### src/logic/rv_pkg.sv
package rv_pkg;

  localparam int XLEN = 32;
  localparam int REG_ADDR_W = 5;
  localparam int NUM_REGS = 32;
  localparam int MEM_WORDS = 1024;
  localparam int MEM_ADDR_W = $clog2(MEM_WORDS);

  typedef logic [XLEN-1:0] word_t;
  typedef logic [REG_ADDR_W-1:0] reg_addr_t;

  // base opcodes of RV32I
  typedef enum logic [6:0] {
    OP_LOAD     = 7'b00_000_11,
    OP_MISC_MEM = 7'b00_011_11,
    OP_IMM      = 7'b00_100_11,
    OP_AUIPC    = 7'b00_101_11,
    OP_STORE    = 7'b01_000_11,
    OP_REG      = 7'b01_100_11,
    OP_LUI      = 7'b01_101_11,
    OP_BRANCH   = 7'b11_000_11,
    OP_JALR     = 7'b11_001_11,
    OP_JAL      = 7'b11_011_11,
    OP_SYSTEM   = 7'b11_100_11
  } opcode_e;

  // branch conditions
  localparam logic [2:0] F3_BEQ = 3'b000;
  localparam logic [2:0] F3_BNE = 3'b001;
  localparam logic [2:0] F3_BLT = 3'b100;
  localparam logic [2:0] F3_BGE = 3'b101;
  localparam logic [2:0] F3_BLTU = 3'b110;
  localparam logic [2:0] F3_BGEU = 3'b111;

  // load and store widths
  localparam logic [2:0] F3_LB = 3'b000;
  localparam logic [2:0] F3_LH = 3'b001;
  localparam logic [2:0] F3_LW = 3'b010;
  localparam logic [2:0] F3_LBU = 3'b100;
  localparam logic [2:0] F3_LHU = 3'b101;
  localparam logic [2:0] F3_SB = 3'b000;
  localparam logic [2:0] F3_SH = 3'b001;
  localparam logic [2:0] F3_SW = 3'b010;

  // integer ops, shared by register and immediate forms
  localparam logic [2:0] F3_ADD = 3'b000;
  localparam logic [2:0] F3_SLL = 3'b001;
  localparam logic [2:0] F3_SLT = 3'b010;
  localparam logic [2:0] F3_SLTU = 3'b011;
  localparam logic [2:0] F3_XOR = 3'b100;
  localparam logic [2:0] F3_SR = 3'b101;
  localparam logic [2:0] F3_OR = 3'b110;
  localparam logic [2:0] F3_AND = 3'b111;

  localparam logic [6:0] FUNCT7_BASE = 7'b000_0000;
  localparam logic [6:0] FUNCT7_ALT = 7'b010_0000;

  typedef enum logic [3:0] {
    ALU_ADD, ALU_SUB, ALU_SLL, ALU_SLT, ALU_SLTU,
    ALU_XOR, ALU_SRL, ALU_SRA, ALU_OR, ALU_AND
  } alu_op_e;

  typedef struct packed {
    logic [6:0] funct7;
    reg_addr_t  rs2;
    reg_addr_t  rs1;
    logic [2:0] funct3;
    reg_addr_t  rd;
    opcode_e    opcode;
  } r_fmt_t;

  typedef struct packed {
    logic [11:0] imm;
    reg_addr_t   rs1;
    logic [2:0]  funct3;
    reg_addr_t   rd;
    opcode_e     opcode;
  } i_fmt_t;

  typedef struct packed {
    logic [6:0] imm_11_5;
    reg_addr_t  rs2;
    reg_addr_t  rs1;
    logic [2:0] funct3;
    logic [4:0] imm_4_0;
    opcode_e    opcode;
  } s_fmt_t;

  typedef struct packed {
    logic       imm_12;
    logic [5:0] imm_10_5;
    reg_addr_t  rs2;
    reg_addr_t  rs1;
    logic [2:0] funct3;
    logic [3:0] imm_4_1;
    logic       imm_11;
    opcode_e    opcode;
  } b_fmt_t;

  typedef struct packed {
    logic [19:0] imm_31_12;
    reg_addr_t   rd;
    opcode_e     opcode;
  } u_fmt_t;

  typedef struct packed {
    logic       imm_20;
    logic [9:0] imm_10_1;
    logic       imm_11;
    logic [7:0] imm_19_12;
    reg_addr_t  rd;
    opcode_e    opcode;
  } j_fmt_t;

  // one fetched word, seen through each format
  typedef union packed {
    r_fmt_t r;
    i_fmt_t i;
    s_fmt_t s;
    b_fmt_t b;
    u_fmt_t u;
    j_fmt_t j;
  } insn_u;

  typedef enum logic [1:0] {
    WB_ALU, WB_LOAD, WB_LINK, WB_UPPER
  } wb_sel_e;

  typedef struct packed {
    reg_addr_t  rd;
    reg_addr_t  rs1;
    reg_addr_t  rs2;
    alu_op_e    alu_op;
    logic       src_b_imm;
    logic       src_a_pc;
    logic       reg_we;
    wb_sel_e    wb_sel;
    logic       is_branch;
    logic [2:0] funct3;
    logic       is_jal;
    logic       is_jalr;
    logic       is_load;
    logic       is_store;
    logic       is_ecall;
  } ctrl_t;

  typedef struct packed {
    word_t      addr;
    word_t      wdata;
    logic [3:0] byte_en;
  } dbus_t;

  typedef struct packed {
    logic                  we;
    logic [MEM_ADDR_W-1:0] addr;
    word_t                 data;
  } prog_t;

endpackage

### src/logic/rv_lsu.sv
module rv_lsu (
  input  rv_pkg::ctrl_t i_ctrl,
  input  logic          i_halt,
  input  logic          i_run,
  input  rv_pkg::word_t i_addr,
  input  rv_pkg::word_t i_store_data,
  input  rv_pkg::word_t i_load_word,
  output rv_pkg::dbus_t o_dbus,
  output rv_pkg::word_t o_load_data
);

  logic [4:0] lane_shift;
  logic store_ok;
  rv_pkg::word_t load_shifted;

  // byte offset in bits
  assign lane_shift = {i_addr[1:0], 3'b000};
  assign store_ok = i_ctrl.is_store && i_run && !i_halt;
  assign load_shifted = i_load_word >> lane_shift;

  always_comb begin
    o_dbus.addr = i_addr;
    o_dbus.wdata = '0;
    o_dbus.byte_en = 4'b0000;
    case (i_ctrl.funct3)
      rv_pkg::F3_SB: begin
        o_dbus.wdata = {24'b0, i_store_data[7:0]} << lane_shift;
        o_dbus.byte_en = 4'b0001 << i_addr[1:0];
      end
      rv_pkg::F3_SH: begin
        o_dbus.wdata = {16'b0, i_store_data[15:0]} << lane_shift;
        o_dbus.byte_en = i_addr[1] ? 4'b1100 : 4'b0011;
      end
      rv_pkg::F3_SW: begin
        o_dbus.wdata = i_store_data;
        o_dbus.byte_en = 4'b1111;
      end
      default: begin
      end
    endcase
    // no lanes outside a live store
    if (!store_ok) begin
      o_dbus.byte_en = 4'b0000;
    end
  end

  always_comb begin
    o_load_data = '0;
    if (i_ctrl.is_load) begin
      case (i_ctrl.funct3)
        rv_pkg::F3_LB:  o_load_data = {{24{load_shifted[7]}}, load_shifted[7:0]};
        rv_pkg::F3_LBU: o_load_data = {24'b0, load_shifted[7:0]};
        rv_pkg::F3_LH:  o_load_data = {{16{load_shifted[15]}}, load_shifted[15:0]};
        rv_pkg::F3_LHU: o_load_data = {16'b0, load_shifted[15:0]};
        default:        o_load_data = i_load_word;
      endcase
    end
  end

endmodule

### config.mk
export PLATFORM = sky130hd
export DESIGN_NAME = rv_lsu
export DESIGN_NICKNAME = d
export VERILOG_FILES = /design/src/logic/rv_pkg.sv /design/src/logic/rv_lsu.sv
export SDC_FILE = /design/constraint.sdc
export NUM_CORES = 1
export LEC_CHECK = 0
export BUFFER_PORTS_ARGS = -buffer_cell sky130_fd_sc_hd__buf_2
export CORE_AREA = 5 5 87 89
export DETAILED_ROUTE_END_ITERATION = 16
export DIE_AREA = 0 0 92 94
export PLACE_DENSITY_LB_ADDON = 0.15
export SETUP_SLACK_MARGIN = 0.2
export SYNTH_ARGS = -nofsm -noshare
export SYNTH_HDL_FRONTEND = slang
export SYNTH_SLANG_ARGS = --single-unit
### constraint.sdc
create_clock -name vclk -period 1.7
set_input_delay 0.255 -clock vclk [all_inputs]
set_output_delay 0.255 -clock vclk [all_outputs]
set_load 0.1 [all_outputs]
[After elaboration in Yosys (flattened, before gate mapping)]
Index checks and enable logic that the tools add are counted.
Storage, ports and cells
  flip-flop bits (word level): 0
  bits of input ports: 131
  output and inout port bits: 100
  word-level logic and storage cells: 17
Operators by class
  equality and inequality tests: 4
  shift operators: 4
  muxes and demuxes: 5
  reduce and logical (&&, ||, !) cells: 4
Operators with widths (number)
  one-hot mux 32 bit (4 select lines): 1
  one-hot mux 36 bit (3 select lines): 1
  two-way mux 32 bit: 1
  left shift 16 x 5 -> 32 bit: 1
  left shift 8 x 5 -> 32 bit: 1
  right shift 32 x 5 -> 16 bit: 1
  two-way mux 4 bit: 2
  == test 3 bit (second input constant): 2
  left shift 1 x 2 -> 4 bit (first input constant): 1
  == test 3 x 1 -> 1 bit (second input constant): 1
  == test 3 x 2 -> 1 bit (second input constant): 1
  zero test 3 bit: 1
  logical AND 1 bit: 2
  zero test 1 bit: 1

[Depth between registers and ports, before layout]
Gate-level depths: netlist of the first run.
  depth in word-level cells: 3
  gate-level depth with buffers: 7
  gate-level depth less buffers: 4

[Worst setup path before layout of the first run]
OpenSTA, ideal clock, no wires.
  path type: in2out
  start: input port i_addr[0]
  end: output port o_dbus[29] (netlist name)
  data arrival time: 3.240 ns
  data required time: 1.445 ns
  slack: -1.795 ns
  stages on the path: 5
  path buffers: 2
  path through: buf_2 buf_2 nor4_2 a22oi_1 o21ai_0
RTL lines
  from (decl): line rv_lsu.sv:5  | input rv_pkg::word_t i_addr,
  to (decl): line rv_lsu.sv:8  | output rv_pkg::dbus_t o_dbus,

[Worst setup path after layout of the first run]
  start: input port i_addr[1]
  end: output port o_load_data[18]
On the way
  longest elaborated chain between the ends: 3
RTL lines
  right shift 32 x 5 -> 16 bit: line rv_lsu.sv:19  | assign load_shifted = i_load_word >> lane_shift;
  one-hot mux 32 bit (4 select lines): line rv_lsu.sv:50  | case (i_ctrl.funct3)
  two-way mux 32 bit: line rv_lsu.sv:49  | if (i_ctrl.is_load) begin
  to (decl): line rv_lsu.sv:9  | output rv_pkg::word_t o_load_data
Every way passes these cells.

==> results of run 1 <==
cells by family after synthesis:
kind of cell | count (synthesis)
buffers and inverters | 55
AND/OR/NAND/NOR | 79
AO/OA/AOI/OAI | 106
multiplexers | 15
final timing paths:
kind                          end  slack (ns)       start
setup / recovery  o_load_data[18]       -0.14   i_addr[1]
hold / removal         o_dbus[50]        0.51  i_addr[14]
synthesized netlist by cell type:
master                      instances
sky130_fd_sc_hd__mux4_2             1
sky130_fd_sc_hd__a2bb2oi_1          1
sky130_fd_sc_hd__buf_1              1
sky130_fd_sc_hd__mux2_2             8
sky130_fd_sc_hd__mux2i_1            6
sky130_fd_sc_hd__a22oi_1           23
sky130_fd_sc_hd__or2_2              1
sky130_fd_sc_hd__buf_4             33
sky130_fd_sc_hd__and2_0             1
sky130_fd_sc_hd__nand3_1            2
sky130_fd_sc_hd__o21a_1             3
sky130_fd_sc_hd__a21boi_0           1
sky130_fd_sc_hd__nor2_1             7
sky130_fd_sc_hd__o21ai_0           27
sky130_fd_sc_hd__a21o_1            16
sky130_fd_sc_hd__nand3b_1           1
sky130_fd_sc_hd__o2111ai_1          1
sky130_fd_sc_hd__a22o_1             8
sky130_fd_sc_hd__o21bai_1           2
sky130_fd_sc_hd__nor4_2             1
sky130_fd_sc_hd__clkbuf_1          11
sky130_fd_sc_hd__nand2_1           37
sky130_fd_sc_hd__and2_1            17
sky130_fd_sc_hd__a21oi_4            1
sky130_fd_sc_hd__o2bb2ai_1          1
sky130_fd_sc_hd__nand2b_1           3
sky130_fd_sc_hd__a32o_1             3
sky130_fd_sc_hd__and3b_1            1
sky130_fd_sc_hd__a21oi_1           12
sky130_fd_sc_hd__o211ai_1           3
sky130_fd_sc_hd__nor2b_1            8
sky130_fd_sc_hd__inv_1              2
sky130_fd_sc_hd__buf_2              8
sky130_fd_sc_hd__o311ai_0           1
sky130_fd_sc_hd__o221ai_1           2
sky130_fd_sc_hd__a32oi_1            1
timing repair:
item / CTS / global route
setup endpoints to repair: 68 / 68
gates cloned: 3 / 0
pin swaps: 24 / 5
buffers inserted: 13 / 0
gates resized for setup: 73 / 7
power groups by stage:
stage,registers [mW],clock network (mW),logic (mW)
2_1_floorplan,0,0,1.43
3_3_place_gp,0,0,1.73
3_5_place_dp,0,0,1.75
4_1_cts,0,0,1.87
5_1_grt,0,0,1.95
6_report,0,0,1.88
placed cells by master (no fill, tap or decap), types with 2 or more instances in the layout:
cell	netlist	final
sky130_fd_sc_hd__a21oi_1	12	4
sky130_fd_sc_hd__nand2_2	0	3
sky130_fd_sc_hd__nor2b_1	8	6
sky130_fd_sc_hd__buf_6	0	14
sky130_fd_sc_hd__mux2i_1	6	6
sky130_fd_sc_hd__o211ai_1	3	3
sky130_fd_sc_hd__nand2_1	37	32
sky130_fd_sc_hd__buf_12	0	78
sky130_fd_sc_hd__nor2_4	0	5
sky130_fd_sc_hd__o221ai_1	2	2
sky130_fd_sc_hd__a22o_4	0	8
sky130_fd_sc_hd__o21ai_0	27	10
sky130_fd_sc_hd__buf_4	33	41
sky130_fd_sc_hd__a22oi_2	0	19
sky130_fd_sc_hd__o21a_4	0	3
sky130_fd_sc_hd__o21ai_4	0	16
sky130_fd_sc_hd__nand3_1	2	2
sky130_fd_sc_hd__nand2_4	0	2
sky130_fd_sc_hd__mux2_4	0	2
sky130_fd_sc_hd__mux2_2	8	6
sky130_fd_sc_hd__and2_4	0	15
sky130_fd_sc_hd__buf_8	0	3
sky130_fd_sc_hd__a21oi_4	1	8
sky130_fd_sc_hd__buf_16	0	2
sky130_fd_sc_hd__nor2_1	7	2
sky130_fd_sc_hd__a32o_4	0	3
sky130_fd_sc_hd__buf_2	8	66
sky130_fd_sc_hd__and2_1	17	2
sky130_fd_sc_hd__nand2b_4	0	2
sky130_fd_sc_hd__a22oi_1	23	4
sky130_fd_sc_hd__a21o_4	0	16
layer usage:
metal | global-route usage | routed length, um
met1 | 0.235 | 3500
met2 | 0.386 | 4810
met3 | 0.0457 | 667
met4 | 0.0322 | 142
met5 | 0 | 0
area by class of cell:
cell class	count	area [um2]
timing repair buffer	204	2460
multi-input combinational	200	2100
fill	481	2000
tap	80	100
inverter	2	22.5
metrics by stage:
stage	cells	setup TNS (ns)
final	486	-2.79
after floorplan	255	-3.09
after detailed placement	470	-11.70
after global routing	486	-4.46
after global placement	470	-10.32
after CTS	486	-2.54
==> impl_metrics.toml, run 1 <==
[clock_tree]
cts-hold-fix-buffers = 0

[drt]
routed_len_inst_um = 18.8
detail_route.vias_per_cell = 5.18
iteration_0_drc_count_of_the_detailed_router = 38
num_vias = 2518
detail_route.drc_violations = 0
ant_nets = 0
route.final.wire_length_mm = 9.12
drt_pre_antenna_iters = 4

[sta]
max_slew_margin = 0.764
finalWorstSetupSlack_ns = -0.142
final-max-slew-violation-count = 0
min_period_ns = 1.84
post-route-period-util = 1.08
rsz_0062_raised_after_global_routing = "yes"
max_freq_ghz = 0.543
setup_viols_final = 24
timing.final.hold_violations = 0
worst-slew-pin-transition_ns = 0.350
final.hold.worst_slack_ns = 0.510

[hold_path]
holdPathStages = 0
hp-class = "input port to output pin"

[outcome]
failed_checks = "negative setup slack"
run_status = "finished, violations left"

[worst_setup_path]
timing.critical_path.cells = "buf_8 -> mux4_2 -> nand2_4 -> a21oi_4 -> buf_12 -> a21o_4 -> buf_12"
crit_path_start_kind = "input port"
crit_buf_inv = 3
timing.critical_path.fanout_max = 8
kind_of_critical_path = "input port to output pin"
cp_data_arrival_time_ns = 1.59
critPathTopFamily = "multiplexers"
slowest_delay_ns = 0.54
worst-path-stages = 7
worst_setup_path_end_kind = "output pin"
critPathMostFrequentCell = "sky130_fd_sc_hd__buf_12"
worstPathRequired_ns = 1.44
critical_path.slowest_cell = "sky130_fd_sc_hd__mux4_2"

[pwr]
part_of_the_power_in_registers = 0
comb_power_frac = 1.000
power.static_leakage_nw = 1.98
netSwitchingPower_mw = 1.12
total_power_mw = 1.88
switching_share_of_power = 0.593
power.density_cell_area_nw_per_um2 = 402
clockPowerShare = 0
cell_internal_pwr_uw = 765
ir_worst_vdd_mv = 0.279

[placement]
place_ws_ns = -0.348
placed_cell_area_um2 = 4170
quantity_of_i_o_buffers_inserted_on_ports = 143
gp_congestion = 0.815
hpwlAfterDp_mm = 7.27

[logic_synthesis]
synthCells = 255
synthAdderAreaFrac = 0
synth_compound_area_frac = 0.448
syn_area_um2 = 1640
yosysSeqAreaShare = 0
yosysTopAreaCellShare = 0.151
yosys-top-cells-area = "sky130_fd_sc_hd__buf_4, sky130_fd_sc_hd__a22oi_1, sky130_fd_sc_hd__nand2_1"
netlist.top_cell.by_area = "sky130_fd_sc_hd__buf_4"
ys.warnings.count = 0
synth.avg_cell_area_um2 = 6.42
synth_simple_gate_area_frac = 0.239
synth_top_family_by_area = "compound AO/OA/AOI/OAI gates"
synth_cell_type_count = 36
postSynthNetCount = 386
synth-xor-area-share = 0
synth.mux.area_fraction = 0.105

[die]
die_width_um = 92
floorplan.die_area_um2 = 8650
floorplan.initialDensity = 0.245
io-pin-count = 231
rows = 30
die_height_um = 94
floorplan.core_area_um2 = 6680

[final_layout]
clock_buffer_count = 0
seq_cell_count = 0
syn_to_final_growth_pct = 186
post_route_cells_drive_above_1_share = 0.798
final_util = 0.701
register_area_um2 = 0
final_cell_area_um2 = 4680
antenna-diode-count = 0
layout.nets = 539

[grt]
largest_net_degree_at_the_start_of_global_routing = 20
grtUsageTotal = 0.203
first_pass_grt_wire_length_mm = 14.7
antenna_found_initial = 0
grt_remaining_overflow = 0
number_of_global_route_vias_before_repair = 2771

[run]
maxCapViolations = 0
(Power assumes the default switching activity.)
==> run 2, diff against run 1 <==
- clock period: 1.7 -> 2 ns (I/O delays scaled with it)
==> run 2 against run 1 <==
The run now ends clean; sequential cell count is the same; hold slack gained 0.090 ns; global-route usage shrank 2.2 points; cell count shrank 3.3%; sequential share of layout area is the same; count of clock-buffer cells in the layout is the same; wire length shrank 6.6%; core utilization shrank 4.1 points; critical path depth is the same; power shrank 18%; critical path type unchanged.
==> impl_metrics.toml, run 2 (synthesis gave the netlist of run 1 again) <==
[hold_path]
hp-class = "input port to output pin"

[placement]
gp_congestion = 0.735
quantity_of_i_o_buffers_inserted_on_ports = 143
place_ws_ns = -0.202
hpwlAfterDp_mm = 6.70
placed_cell_area_um2 = 3970
number_of_cells_in_the_design_after_placement = 461

[pwr]
clockPowerShare = 0
power.static_leakage_nw = 1.87
ir_worst_vdd_mv = 0.224
cell_internal_pwr_uw = 607
total_power_mw = 1.53
power.density_cell_area_nw_per_um2 = 348
netSwitchingPower_uw = 927
comb_power_frac = 1.000
part_of_the_power_in_registers = 0
switching_share_of_power = 0.604

[sta]
final-max-slew-violation-count = 0
finalWorstSetupSlack_ns = 0.0482
max_freq_ghz = 0.512
post-route-period-util = 0.976
rsz_0062_raised_after_global_routing = "yes"
setup_viols_final = 0
min_period_ns = 1.95
max_slew_margin = 0.677
timing.final.hold_violations = 0
worst-slew-pin-transition_ns = 0.488

[worst_setup_path]
timing.critical_path.cells = "buf_8 -> mux4_2 -> nand2_4 -> a21oi_4 -> buf_16 -> a21o_4 -> buf_12"
critical_path.slowest_cell = "sky130_fd_sc_hd__mux4_2"
crit_path_start_kind = "input port"
kind_of_critical_path = "input port to output pin"
worst_setup_path_end_kind = "output pin"
timing.critical_path.fanout_max = 8
cp_data_arrival_time_ns = 1.65
worstPathRequired_ns = 1.70
slowest_delay_ns = 0.55

[die]
floorplan.core_area_um2 = 6680
rows = 30
floorplan.die_area_um2 = 8650
die_width_um = 92
floorplan.initialDensity = 0.245
die_height_um = 94
io-pin-count = 231

[drt]
routed_len_inst_um = 18.1
num_vias = 2432
drt_pre_antenna_iters = 4
detail_route.drc_violations = 0
wl_met2_mm = 4.47
topRoutingLayerUsed = "met4"
detail_route.vias_per_cell = 5.17
route.final.wire_length_mm = 8.52
drt-met1-wl_mm = 3.55
ant_nets = 0
iteration_0_drc_count_of_the_detailed_router = 47
dr_wl_met3_um = 421

[final_layout]
final_cell_area_um2 = 4410
mostFrequentLayoutCell = "sky130_fd_sc_hd__buf_12"
seq_cell_count = 0
register_area_um2 = 0
clock_buffer_count = 0
antenna-diode-count = 0
fin_cells = 470
layout.nets = 523
post_route_cells_drive_above_1_share = 0.785
filler_cell_count = 523
layout_common_cells = "sky130_fd_sc_hd__buf_12, sky130_fd_sc_hd__buf_2, sky130_fd_sc_hd__nand2_1, sky130_fd_sc_hd__buf_4, sky130_fd_sc_hd__a22oi_2"
syn_to_final_growth_pct = 169
multiInputGateArea_um2 = 2030

[grt]
largest_net_degree_at_the_start_of_global_routing = 20
number_of_global_route_vias_before_repair = 2527
first_pass_grt_wire_length_mm = 13.0
grtUsageTotal = 0.181
antenna_found_initial = 0
grt_remaining_overflow = 0

[clock_tree]
cts-hold-fix-buffers = 0

[run]
maxCapViolations = 0

[outcome]
run_status = "finished, final reports clean"
run 2: worst max-delay path: cells and delay by family:
family | cells | cell delay, ns
buffers and inverters | 3 | 0.41
AOI/OAI and AO/OA | 2 | 0.27
and+or+nand+nor | 1 | 0.12
muxes | 1 | 0.55
run 2: timing repair:
action,4_1_cts,5_1_grt
cloned,1,2
pin swaps,8,19
setup buffers,3,3
endpoints found under the setup margin,64,61
resized for setup,34,41
run 2: final cells by class:
class,instances,share of cell area
timing repair buffer,188,0.515
tap,80,0.0227
inverter,2,0.00170
multi-input combinational,200,0.460
run 2: final timing paths:
check / startpoint / endpoint / slack [ns] / cells after the start
min: i_addr[15] / o_dbus[51] / 0.60 / 0
max: i_addr[1] / o_load_data[26] / 0.05 / 7
run 2: metal layers:
metal	track usage	vias to the layer above
met5	0	-
met4	0.0248	0
met2	0.355	96
met1	0.215	1156
met3	0.0216	12
li1	-	1168
run 2: metrics by stage:
stage	TNS, ns	util	hold WS, ns
after floorplan	0	-	0.812
after global placement	-2.19	0.594	0.601
after detailed placement	-3.05	0.594	0.601
after CTS	0	0.627	0.601
after global routing	0	0.660	0.600
final	0	0.660	0.600
run 2: power by group through the flow:
stage	sequential (mW)	combinational, mW	clock [mW]
6_report	0	1.53	0
5_1_grt	0	1.59	0
4_1_cts	0	1.48	0
3_5_place_dp	0	1.43	0
3_3_place_gp	0	1.42	0
2_1_floorplan	0	1.18	0
